**src/design/event_sched_pkg.sv**
```systemverilog
`default_nettype none

package event_sched_pkg;

    localparam int ADDR_W     = 16;
    localparam int COORD_W    = 8;
    localparam int ROW_STRIDE = 256;

    // Defaults that event_sched_top passes down
    parameter int HALF_WIN    = 2;   // 1 to 3
    parameter int QUEUE_DEPTH = 16;  // Power of two of at least 2*WIN

    ////////////////////////////////////////////////////////////////////////////
    // Pixel address with the row in the upper byte
    ////////////////////////////////////////////////////////////////////////////

    typedef struct packed {
        logic [COORD_W-1:0] row;
        logic [COORD_W-1:0] col;
    } pixel_rc_s;

    typedef union packed {
        logic [ADDR_W-1:0] linear;  // Raster index
        pixel_rc_s         rc;
    } pixel_addr_u;

    // Oldest pending window of one lane
    typedef struct packed {
        logic        vld;
        pixel_addr_u addr;
    } lane_head_s;

endpackage

`default_nettype wire

```
**src/design/todo_lane.sv**
```systemverilog
`timescale 1ns/1ps
`default_nettype none

module todo_lane import event_sched_pkg::*; #(
    parameter int HALF_WIN    = event_sched_pkg::HALF_WIN,
    parameter int QUEUE_DEPTH = event_sched_pkg::QUEUE_DEPTH,
    parameter int LANE        = 0,
    localparam int WIN        = 2 * HALF_WIN + 1,
    localparam int CNT_W      = $clog2(WIN + 1)
) (
    input  logic             clk,
    input  logic             rst_n,
    input  logic             push,
    input  logic [CNT_W-1:0] push_count,
    input  pixel_addr_u      push_base,
    input  logic             pop,
    output lane_head_s       head
);

    localparam int PTR_W  = $clog2(QUEUE_DEPTH);
    localparam int FILL_W = PTR_W + 1;

    pixel_addr_u        mem [QUEUE_DEPTH];
    logic [PTR_W-1:0]   wr_ptr;
    logic [PTR_W-1:0]   rd_ptr;
    logic [FILL_W-1:0]  fill;
    logic [COORD_W-1:0] lane_row;
    logic [COORD_W-1:0] first_col;

    // Row of this lane relative to the event
    assign lane_row = push_base.rc.row - COORD_W'(HALF_WIN) + COORD_W'(LANE);

    // Only the rightmost push_count columns are new
    assign first_col = push_base.rc.col + COORD_W'(HALF_WIN + 1) - COORD_W'(push_count);

    always_ff @(posedge clk) begin
        if (push) begin
            for (int i = 0; i < WIN; i++) begin
                if (i < push_count) begin
                    mem[wr_ptr + PTR_W'(i)] <= {lane_row, first_col + COORD_W'(i)};
                end
            end
        end
    end

    always_ff @(posedge clk or negedge rst_n) begin
        if (!rst_n) begin
            wr_ptr <= '0;
            rd_ptr <= '0;
            fill   <= '0;
        end else begin
            if (push) begin
                wr_ptr <= wr_ptr + PTR_W'(push_count);
            end
            if (pop) begin
                rd_ptr <= rd_ptr + 1'b1;
            end
            fill <= fill + FILL_W'(push ? push_count : '0) - FILL_W'(pop);
        end
    end

    assign head.vld  = (fill != '0);
    assign head.addr = mem[rd_ptr];

    ////////////////////////////////////////////////////////////////////////////
    // Checks
    ////////////////////////////////////////////////////////////////////////////

    no_overflow: assert property (@(posedge clk) disable iff (!rst_n)
        push |-> (fill + push_count) <= (QUEUE_DEPTH + pop));

    no_underflow: assert property (@(posedge clk) disable iff (!rst_n)
        pop |-> fill != '0);

endmodule

`default_nettype wire

```
**src/design/window_picker.sv**
```systemverilog
`timescale 1ns/1ps
`default_nettype none

module window_picker import event_sched_pkg::*; #(
    parameter int HALF_WIN = event_sched_pkg::HALF_WIN,
    localparam int WIN     = 2 * HALF_WIN + 1
) (
    input  lane_head_s [WIN-1:0] heads,
    input  pixel_addr_u          horizon,
    input  logic                 take,
    output logic                 due,
    output pixel_addr_u          due_addr,
    output logic [WIN-1:0]       pop
);

    logic        best_vld;
    pixel_addr_u best;

    ////////////////////////////////////////////////////////////////////////////
    // Minimum over the valid lane heads
    ////////////////////////////////////////////////////////////////////////////

    always_comb begin
        best_vld = 1'b0;
        best     = '0;
        for (int i = 0; i < WIN; i++) begin
            if (heads[i].vld && (!best_vld || heads[i].addr.linear < best.linear)) begin
                best_vld = 1'b1;
                best     = heads[i].addr;
            end
        end
    end

    // Window must lie fully behind the newest event
    assign due      = best_vld && (best.linear < horizon.linear);
    assign due_addr = best;

    // Every lane holding the chosen window drops it
    always_comb begin
        for (int i = 0; i < WIN; i++) begin
            pop[i] = take && heads[i].vld && (heads[i].addr.linear == best.linear);
        end
    end

    always_comb begin
        take_needs_due: assert final (!take || due)
            else $error("window taken while nothing is due");
    end

endmodule

`default_nettype wire

```
**src/design/sched_ctrl.sv**
```systemverilog
`timescale 1ns/1ps
`default_nettype none

module sched_ctrl import event_sched_pkg::*; #(
    parameter int HALF_WIN = event_sched_pkg::HALF_WIN,
    localparam int WIN     = 2 * HALF_WIN + 1,
    localparam int CNT_W   = $clog2(WIN + 1)
) (
    input  logic             clk,
    input  logic             rst_n,

    input  pixel_addr_u      event_addr,
    input  logic             event_valid,
    output logic             event_ready,

    output pixel_addr_u      window_addr,
    output logic             window_valid,
    input  logic             window_ready,

    output logic             push,
    output logic [CNT_W-1:0] push_count,
    output pixel_addr_u      push_base,

    input  logic             due,
    input  pixel_addr_u      due_addr,
    output pixel_addr_u      horizon,
    output logic             take
);

    typedef enum logic [1:0] {
        IDLE,
        PICK,
        OFFER
    } state_e;

    state_e            state;
    pixel_addr_u       last_addr;
    logic [ADDR_W-1:0] addr_diff;
    logic              fresh;

    ////////////////////////////////////////////////////////////////////////////
    // Event side
    ////////////////////////////////////////////////////////////////////////////

    assign event_ready = (state == IDLE);
    assign fresh       = event_addr.linear > last_addr.linear;
    assign addr_diff   = event_addr.linear - last_addr.linear;

    // Columns already queued by the previous event are skipped
    assign push       = event_valid && event_ready && fresh;
    assign push_base  = event_addr;
    assign push_count = (addr_diff >= ADDR_W'(WIN)) ? CNT_W'(WIN) : addr_diff[CNT_W-1:0];

    ////////////////////////////////////////////////////////////////////////////
    // Window side
    ////////////////////////////////////////////////////////////////////////////

    assign window_valid = (state == OFFER);
    assign window_addr  = due_addr;  // Lanes frozen while offering
    assign take         = window_valid && window_ready;

    always_ff @(posedge clk or negedge rst_n) begin
        if (!rst_n) begin
            state     <= IDLE;
            last_addr <= '0;
            horizon   <= '0;
        end else begin
            case (state)
                IDLE: begin
                    if (push) begin
                        last_addr      <= event_addr;
                        horizon.linear <= event_addr.linear
                                          - ADDR_W'(HALF_WIN * ROW_STRIDE + HALF_WIN);
                        state          <= PICK;
                    end
                end
                PICK: begin
                    state <= due ? OFFER : IDLE;
                end
                OFFER: begin
                    if (window_ready) begin
                        state <= PICK;
                    end
                end
                default: begin
                    state <= IDLE;
                end
            endcase
        end
    end

    // Offer must hold across the picker and the lanes until taken
    offer_stable: assert property (@(posedge clk) disable iff (!rst_n)
        window_valid && !window_ready |=> $stable(window_addr));

endmodule

`default_nettype wire

```
**src/design/event_sched_top.sv**
```systemverilog
`timescale 1ns/1ps
`default_nettype none

module event_sched_top import event_sched_pkg::*; #(
    parameter int HALF_WIN    = event_sched_pkg::HALF_WIN,
    parameter int QUEUE_DEPTH = event_sched_pkg::QUEUE_DEPTH,
    localparam int WIN        = 2 * HALF_WIN + 1,
    localparam int CNT_W      = $clog2(WIN + 1)
) (
    input  logic        clk,
    input  logic        rst_n,

    input  pixel_addr_u event_addr,
    input  logic        event_valid,
    output logic        event_ready,

    output pixel_addr_u window_addr,
    output logic        window_valid,
    input  logic        window_ready
);

    logic                 push;
    logic [CNT_W-1:0]     push_count;
    pixel_addr_u          push_base;
    logic                 due;
    pixel_addr_u          due_addr;
    pixel_addr_u          horizon;
    logic                 take;
    lane_head_s [WIN-1:0] heads;
    logic [WIN-1:0]       pop;

    sched_ctrl #(
        .HALF_WIN(HALF_WIN)
    ) sched_ctrl_inst (
        .clk(clk),
        .rst_n(rst_n),
        .event_addr(event_addr),
        .event_valid(event_valid),
        .event_ready(event_ready),
        .window_addr(window_addr),
        .window_valid(window_valid),
        .window_ready(window_ready),
        .push(push),
        .push_count(push_count),
        .push_base(push_base),
        .due(due),
        .due_addr(due_addr),
        .horizon(horizon),
        .take(take)
    );

    window_picker #(
        .HALF_WIN(HALF_WIN)
    ) window_picker_inst (
        .heads(heads),
        .horizon(horizon),
        .take(take),
        .due(due),
        .due_addr(due_addr),
        .pop(pop)
    );

    // Lane g holds window row g counted from the top
    for (genvar g = 0; g < WIN; g++) begin : g_lane
        todo_lane #(
            .HALF_WIN(HALF_WIN),
            .QUEUE_DEPTH(QUEUE_DEPTH),
            .LANE(g)
        ) todo_lane_inst (
            .clk(clk),
            .rst_n(rst_n),
            .push(push),
            .push_count(push_count),
            .push_base(push_base),
            .pop(pop[g]),
            .head(heads[g])
        );
    end

endmodule

`default_nettype wire

```
**config.mk**
```make
export PLATFORM = sky130hd
export DESIGN_NAME = event_sched_top
export DESIGN_NICKNAME = d
export VERILOG_FILES = /design/src/design/event_sched_pkg.sv /design/src/design/todo_lane.sv /design/src/design/window_picker.sv /design/src/design/sched_ctrl.sv /design/src/design/event_sched_top.sv
export SDC_FILE = /design/constraint.sdc
export NUM_CORES = 2
export LEC_CHECK = 0
export ABC_AREA = 1
export BUFFER_PORTS_ARGS = -buffer_cell sky130_fd_sc_hd__buf_2
export CAP_MARGIN = 20
export CORE_ASPECT_RATIO = 2
export CORE_MARGIN = 8
export CORE_UTILIZATION = 30
export CTS_BUF_LIST = sky130_fd_sc_hd__clkbuf_4 sky130_fd_sc_hd__clkbuf_8
export CTS_CLUSTER_SIZE = 16
export DETAILED_ROUTE_END_ITERATION = 8
export PLACE_DENSITY = 0.48
export SLEW_MARGIN = 15
export SYNTH_ARGS = -nofsm -noshare
export SYNTH_HDL_FRONTEND = slang
export SYNTH_SLANG_ARGS = --single-unit
export TNS_END_PERCENT = 30
```
**constraint.sdc**
```tcl
create_clock -name clk -period 8.83 [get_ports clk]
set_input_delay 0 -clock clk [delete_from_list [all_inputs] [get_ports clk]]
set_output_delay 0 -clock clk [all_outputs]
set_load 0.005 [all_outputs]
```
==> results.yml <==
status:
  status: "finished with violations"
  violations: "setup timing"
flow_run:
  drv_cap: 0
cts:
  cts_buffers: 225
  clkTransAtPathRegs_ps: 70
  cts_root_buffer: "clkbuf_8"
  cts_tree: "built"
  insertion_delay_ps: 1080
  clk_path_buf_depth: 4
  cts_max_level: 4
  cts_sinks: 1378
finish:
  final_design_area_no_fill_um2: 102000
  drive_gt1_frac: 0.156
  n_fill_cell: 29100
  fin_util: 0.362
  instances_no_fill: 14300
  final_nets: 10500
  area_delta_synth_final_pct: 20.2
grt:
  grt_pass1_vias: 78100
  gr-total-overflow: 0
  grt_pass1_wl_um: 602000
  grt_antenna_before_repair: 19
  grt_max_degree: 94
  gr-usage-all-layers: 0.276
yosys:
  ys_types: 58
  yosys_warnings: 0
  ys_async_sr_fraction: 0.0711
  synth_cells: 9917
  synth_edf_count: 1280
  syn_area_per_cell_um2: 8.55
  yosys.area.top_type: "edfxtp_1"
  synth_area_um2: 84800
  synth.area.top_cells: "edfxtp_1 45%, o21ai_0 8.1%, nand2_1 7.0%"
  ys_seq_elements: 1378
  yosysSeqAreaShare: 0.482
  syn_nets: 10100
  synthFlopType: "edfxtp_1"
  synth_top_area_frac: 0.453
sta:
  clock.fmax_mhz: 105
  period_needed_ps: 9520
  setup_ws_ps: -692
  slew_headroom: 0.240
  worstMarginPinSlew_ps: 1140
  slew_viol_final: 0
  clock-skew-final_ps: 171
  fin_crit_sh: 1.08
  rsz0062_at_grt: "yes"
  hold_violations: 0
  final-setup-viol-count: 42
  fin_hold_ws_ps: 94.1
routing:
  drt_iter0_drc: 11600
  final_antenna_net_count: 0
  drc: 0
  wirelength_um: 438000
  dr_total_vias: 84400
  vias_per_cell: 5.91
  first_pass_iters: 7
  wire_per_inst_um: 30.7
setup_path:
  crit_arrival_ps: 10470
  path_class: "reg2reg"
  cp-end-kind: "flop"
  crit_slowest_cell: "dfrtp_4"
  worstPathMaxFanout: 13
  worstPathRequired_ps: 9780
  cpPeakStageDelay_ps: 590
  critPathLaunchType: "flop"
  crit_top_cell: "nand2_2"
pwr:
  power_density_nw_per_um2: 392
  power.leakage_uw: 0.0376
  ir_drop_uv: 532
floorplanning:
  core_area_um2: 282000
  ioPinCount: 38
  dieArea_um2: 301000
  start_util: 0.301
  die_h_um: 768
  fp-row-count: 276
  die_w_um: 392
placement:
  dpl_cell_area_um2: 94000
  hpwl_um: 292000
  placed_cells: 13700
  place_congestion: 1.02
  io_buffer_count: 37
hold_path:
  hold_path.class: "in2reg"
-- cell usage after synthesis, drive strengths merged, types with 5 or more instances --
| master | number |
|---|---|
| fa | 12 |
| clkbuf | 621 |
| ha | 181 |
| o21ai | 1382 |
| a31oi | 19 |
| a211oi | 59 |
| o32ai | 45 |
| o21bai | 7 |
| edfxtp | 1280 |
| nand2 | 1604 |
| mux2i | 95 |
| clkinv | 27 |
| o221ai | 339 |
| a22oi | 24 |
| nor2 | 1183 |
| a2111oi | 7 |
| inv | 871 |
| o31ai | 5 |
| buf | 76 |
| a32oi | 7 |
| xor2 | 152 |
| nor3 | 120 |
| o22ai | 287 |
| dfrtp | 98 |
| xnor2 | 30 |
| a41oi | 28 |
| a21oi | 483 |
| or2 | 13 |
| o2111ai | 120 |
| nand3b | 10 |
| a221oi | 78 |
| nand3 | 362 |
| o211ai | 205 |
| nand4 | 68 |
-- state kept, by name, indices dropped and copies added, names as in the netlist --
| register | cells |
|---|---|
| g_lane.todo_lane_inst.fill | 25 |
| sched_ctrl_inst.last_addr | 16 |
| g_lane.todo_lane_inst.wr_ptr | 20 |
| sched_ctrl_inst.state | 2 |
| g_lane.todo_lane_inst.rd_ptr | 20 |
| g_lane.todo_lane_inst.mem | 1280 |
| sched_ctrl_inst.horizon | 15 |
-- logic make-up (layout without fill, tap and decap cells) --
logic type | count (synthesis) | count (layout) | share of synthesized area
DFF | 1378 | 1378 | 0.482
and+or+nand+nor | 3368 | 3371 | 0.162
other | 0 | 11 | 0
muxes | 95 | 95 | 0.0112
AOI/OAI and AO/OA | 3106 | 3106 | 0.225
buffers and inverters | 1595 | 2178 | 0.0714
adders and majority gates | 193 | 193 | 0.0295
xor gates and xnor gates | 182 | 182 | 0.0188
-- per-layer routing --
layer	vias to the layer above	track usage	part of all wire	wire length (um)
li1	36500	-	-	-
met1	40800	0.355	0.38	167000
met2	5561	0.419	0.43	190000
met3	1512	0.0552	0.10	44300
met4	8	0.183	0.085	37100
met5	-	0	0.00012	51
-- report_power, final --
group / switching (uW) / internal [uW]
clock network: 2850 / 3070
registers: 601 / 9480
logic: 15600 / 8290
total: 19100 / 20800
-- path summary, 6_finish.rpt --
kind | slack (ps) | end | cells past startpoint | from
setup / recovery | -690 | g_lane[2].todo_lane_inst.fill[4]$_DFF_PN0_ | 66 | g_lane[0].todo_lane_inst.rd_ptr[0]$_DFFE_PN0P_
hold / removal | 90 | sched_ctrl_inst.horizon[7]$_DFFE_PN0P_ | 4 | event_addr[7]
setup reg to reg | -690 | g_lane[2].todo_lane_inst.fill[4]$_DFF_PN0_ | 66 | g_lane[0].todo_lane_inst.rd_ptr[0]$_DFFE_PN0P_
hold reg to reg | 490 | sched_ctrl_inst.last_addr[15]$_DFFE_PN0P_ | 2 | sched_ctrl_inst.last_addr[15]$_DFFE_PN0P_
max in group asynchronous | 7930 | g_lane[0].todo_lane_inst.rd_ptr[1]$_DFFE_PN0P_ | 4 | rst_n
min in group asynchronous | 160 | g_lane[0].todo_lane_inst.rd_ptr[0]$_DFFE_PN0P_ | 4 | rst_n
-- worst max-delay path: cells and delay by family (launching register included) --
family          cells  cell delay [ps]
simple gates       30             2720
compound gates     14             2220
buf+inv            14             1870
fa+ha+maj           7             1760
flops               1              590
xor+xnor            1              150
-- area by class of cell --
cell class | instances | area (um^2) | share of cell area
Sequential cell | 1378 | 40900 | 0.402
Multi-Input combinational cell | 6947 | 40200 | 0.394
Timing Repair Buffer | 872 | 8110 | 0.0796
Tap cell | 3753 | 4700 | 0.0461
Clock buffer | 303 | 3740 | 0.0367
Inverter | 898 | 3420 | 0.0336
Clock inverter | 104 | 802 | 0.00787
Antenna cell | 11 | 27.5 | 0.000270
Timing Repair inverter | 1 | 6.26 | 0.0000614
-- cells in the final DEF (no fill, tap or decap), types with 120 or more instances in the layout --
cell	count
nand2_1	1472
o21ai_0	1303
edfxtp_1	1280
nor2_1	1148
inv_1	817
buf_4	662
a21oi_1	470
o221ai_1	334
nand3_1	328
o22ai_1	284
clkbuf_8	234
o211ai_1	205
ha_1	140
xor2_1	136
o2111ai_1	120
-- metrics by stage --
step                worst slack, ps  TNS [ps]  total power, uW
floorplan                      2.85         0            19700
global placement              -1550    -42160            29800
detailed placement            -1540    -40820            29700
CTS                            -990    -25340            36300
global route                  -1110    -33420            41500
finish                         -692    -13850            39900
-- repair_timing --
action,CTS,global route
gates resized for setup,83,429
cloned,6,12
setup buffers,13,41
endpoints found under the setup margin,62,62
hold endpoints to repair,286,0
hold buffers,44,0
pin swaps,23,104
(Power assumes the default switching activity.)
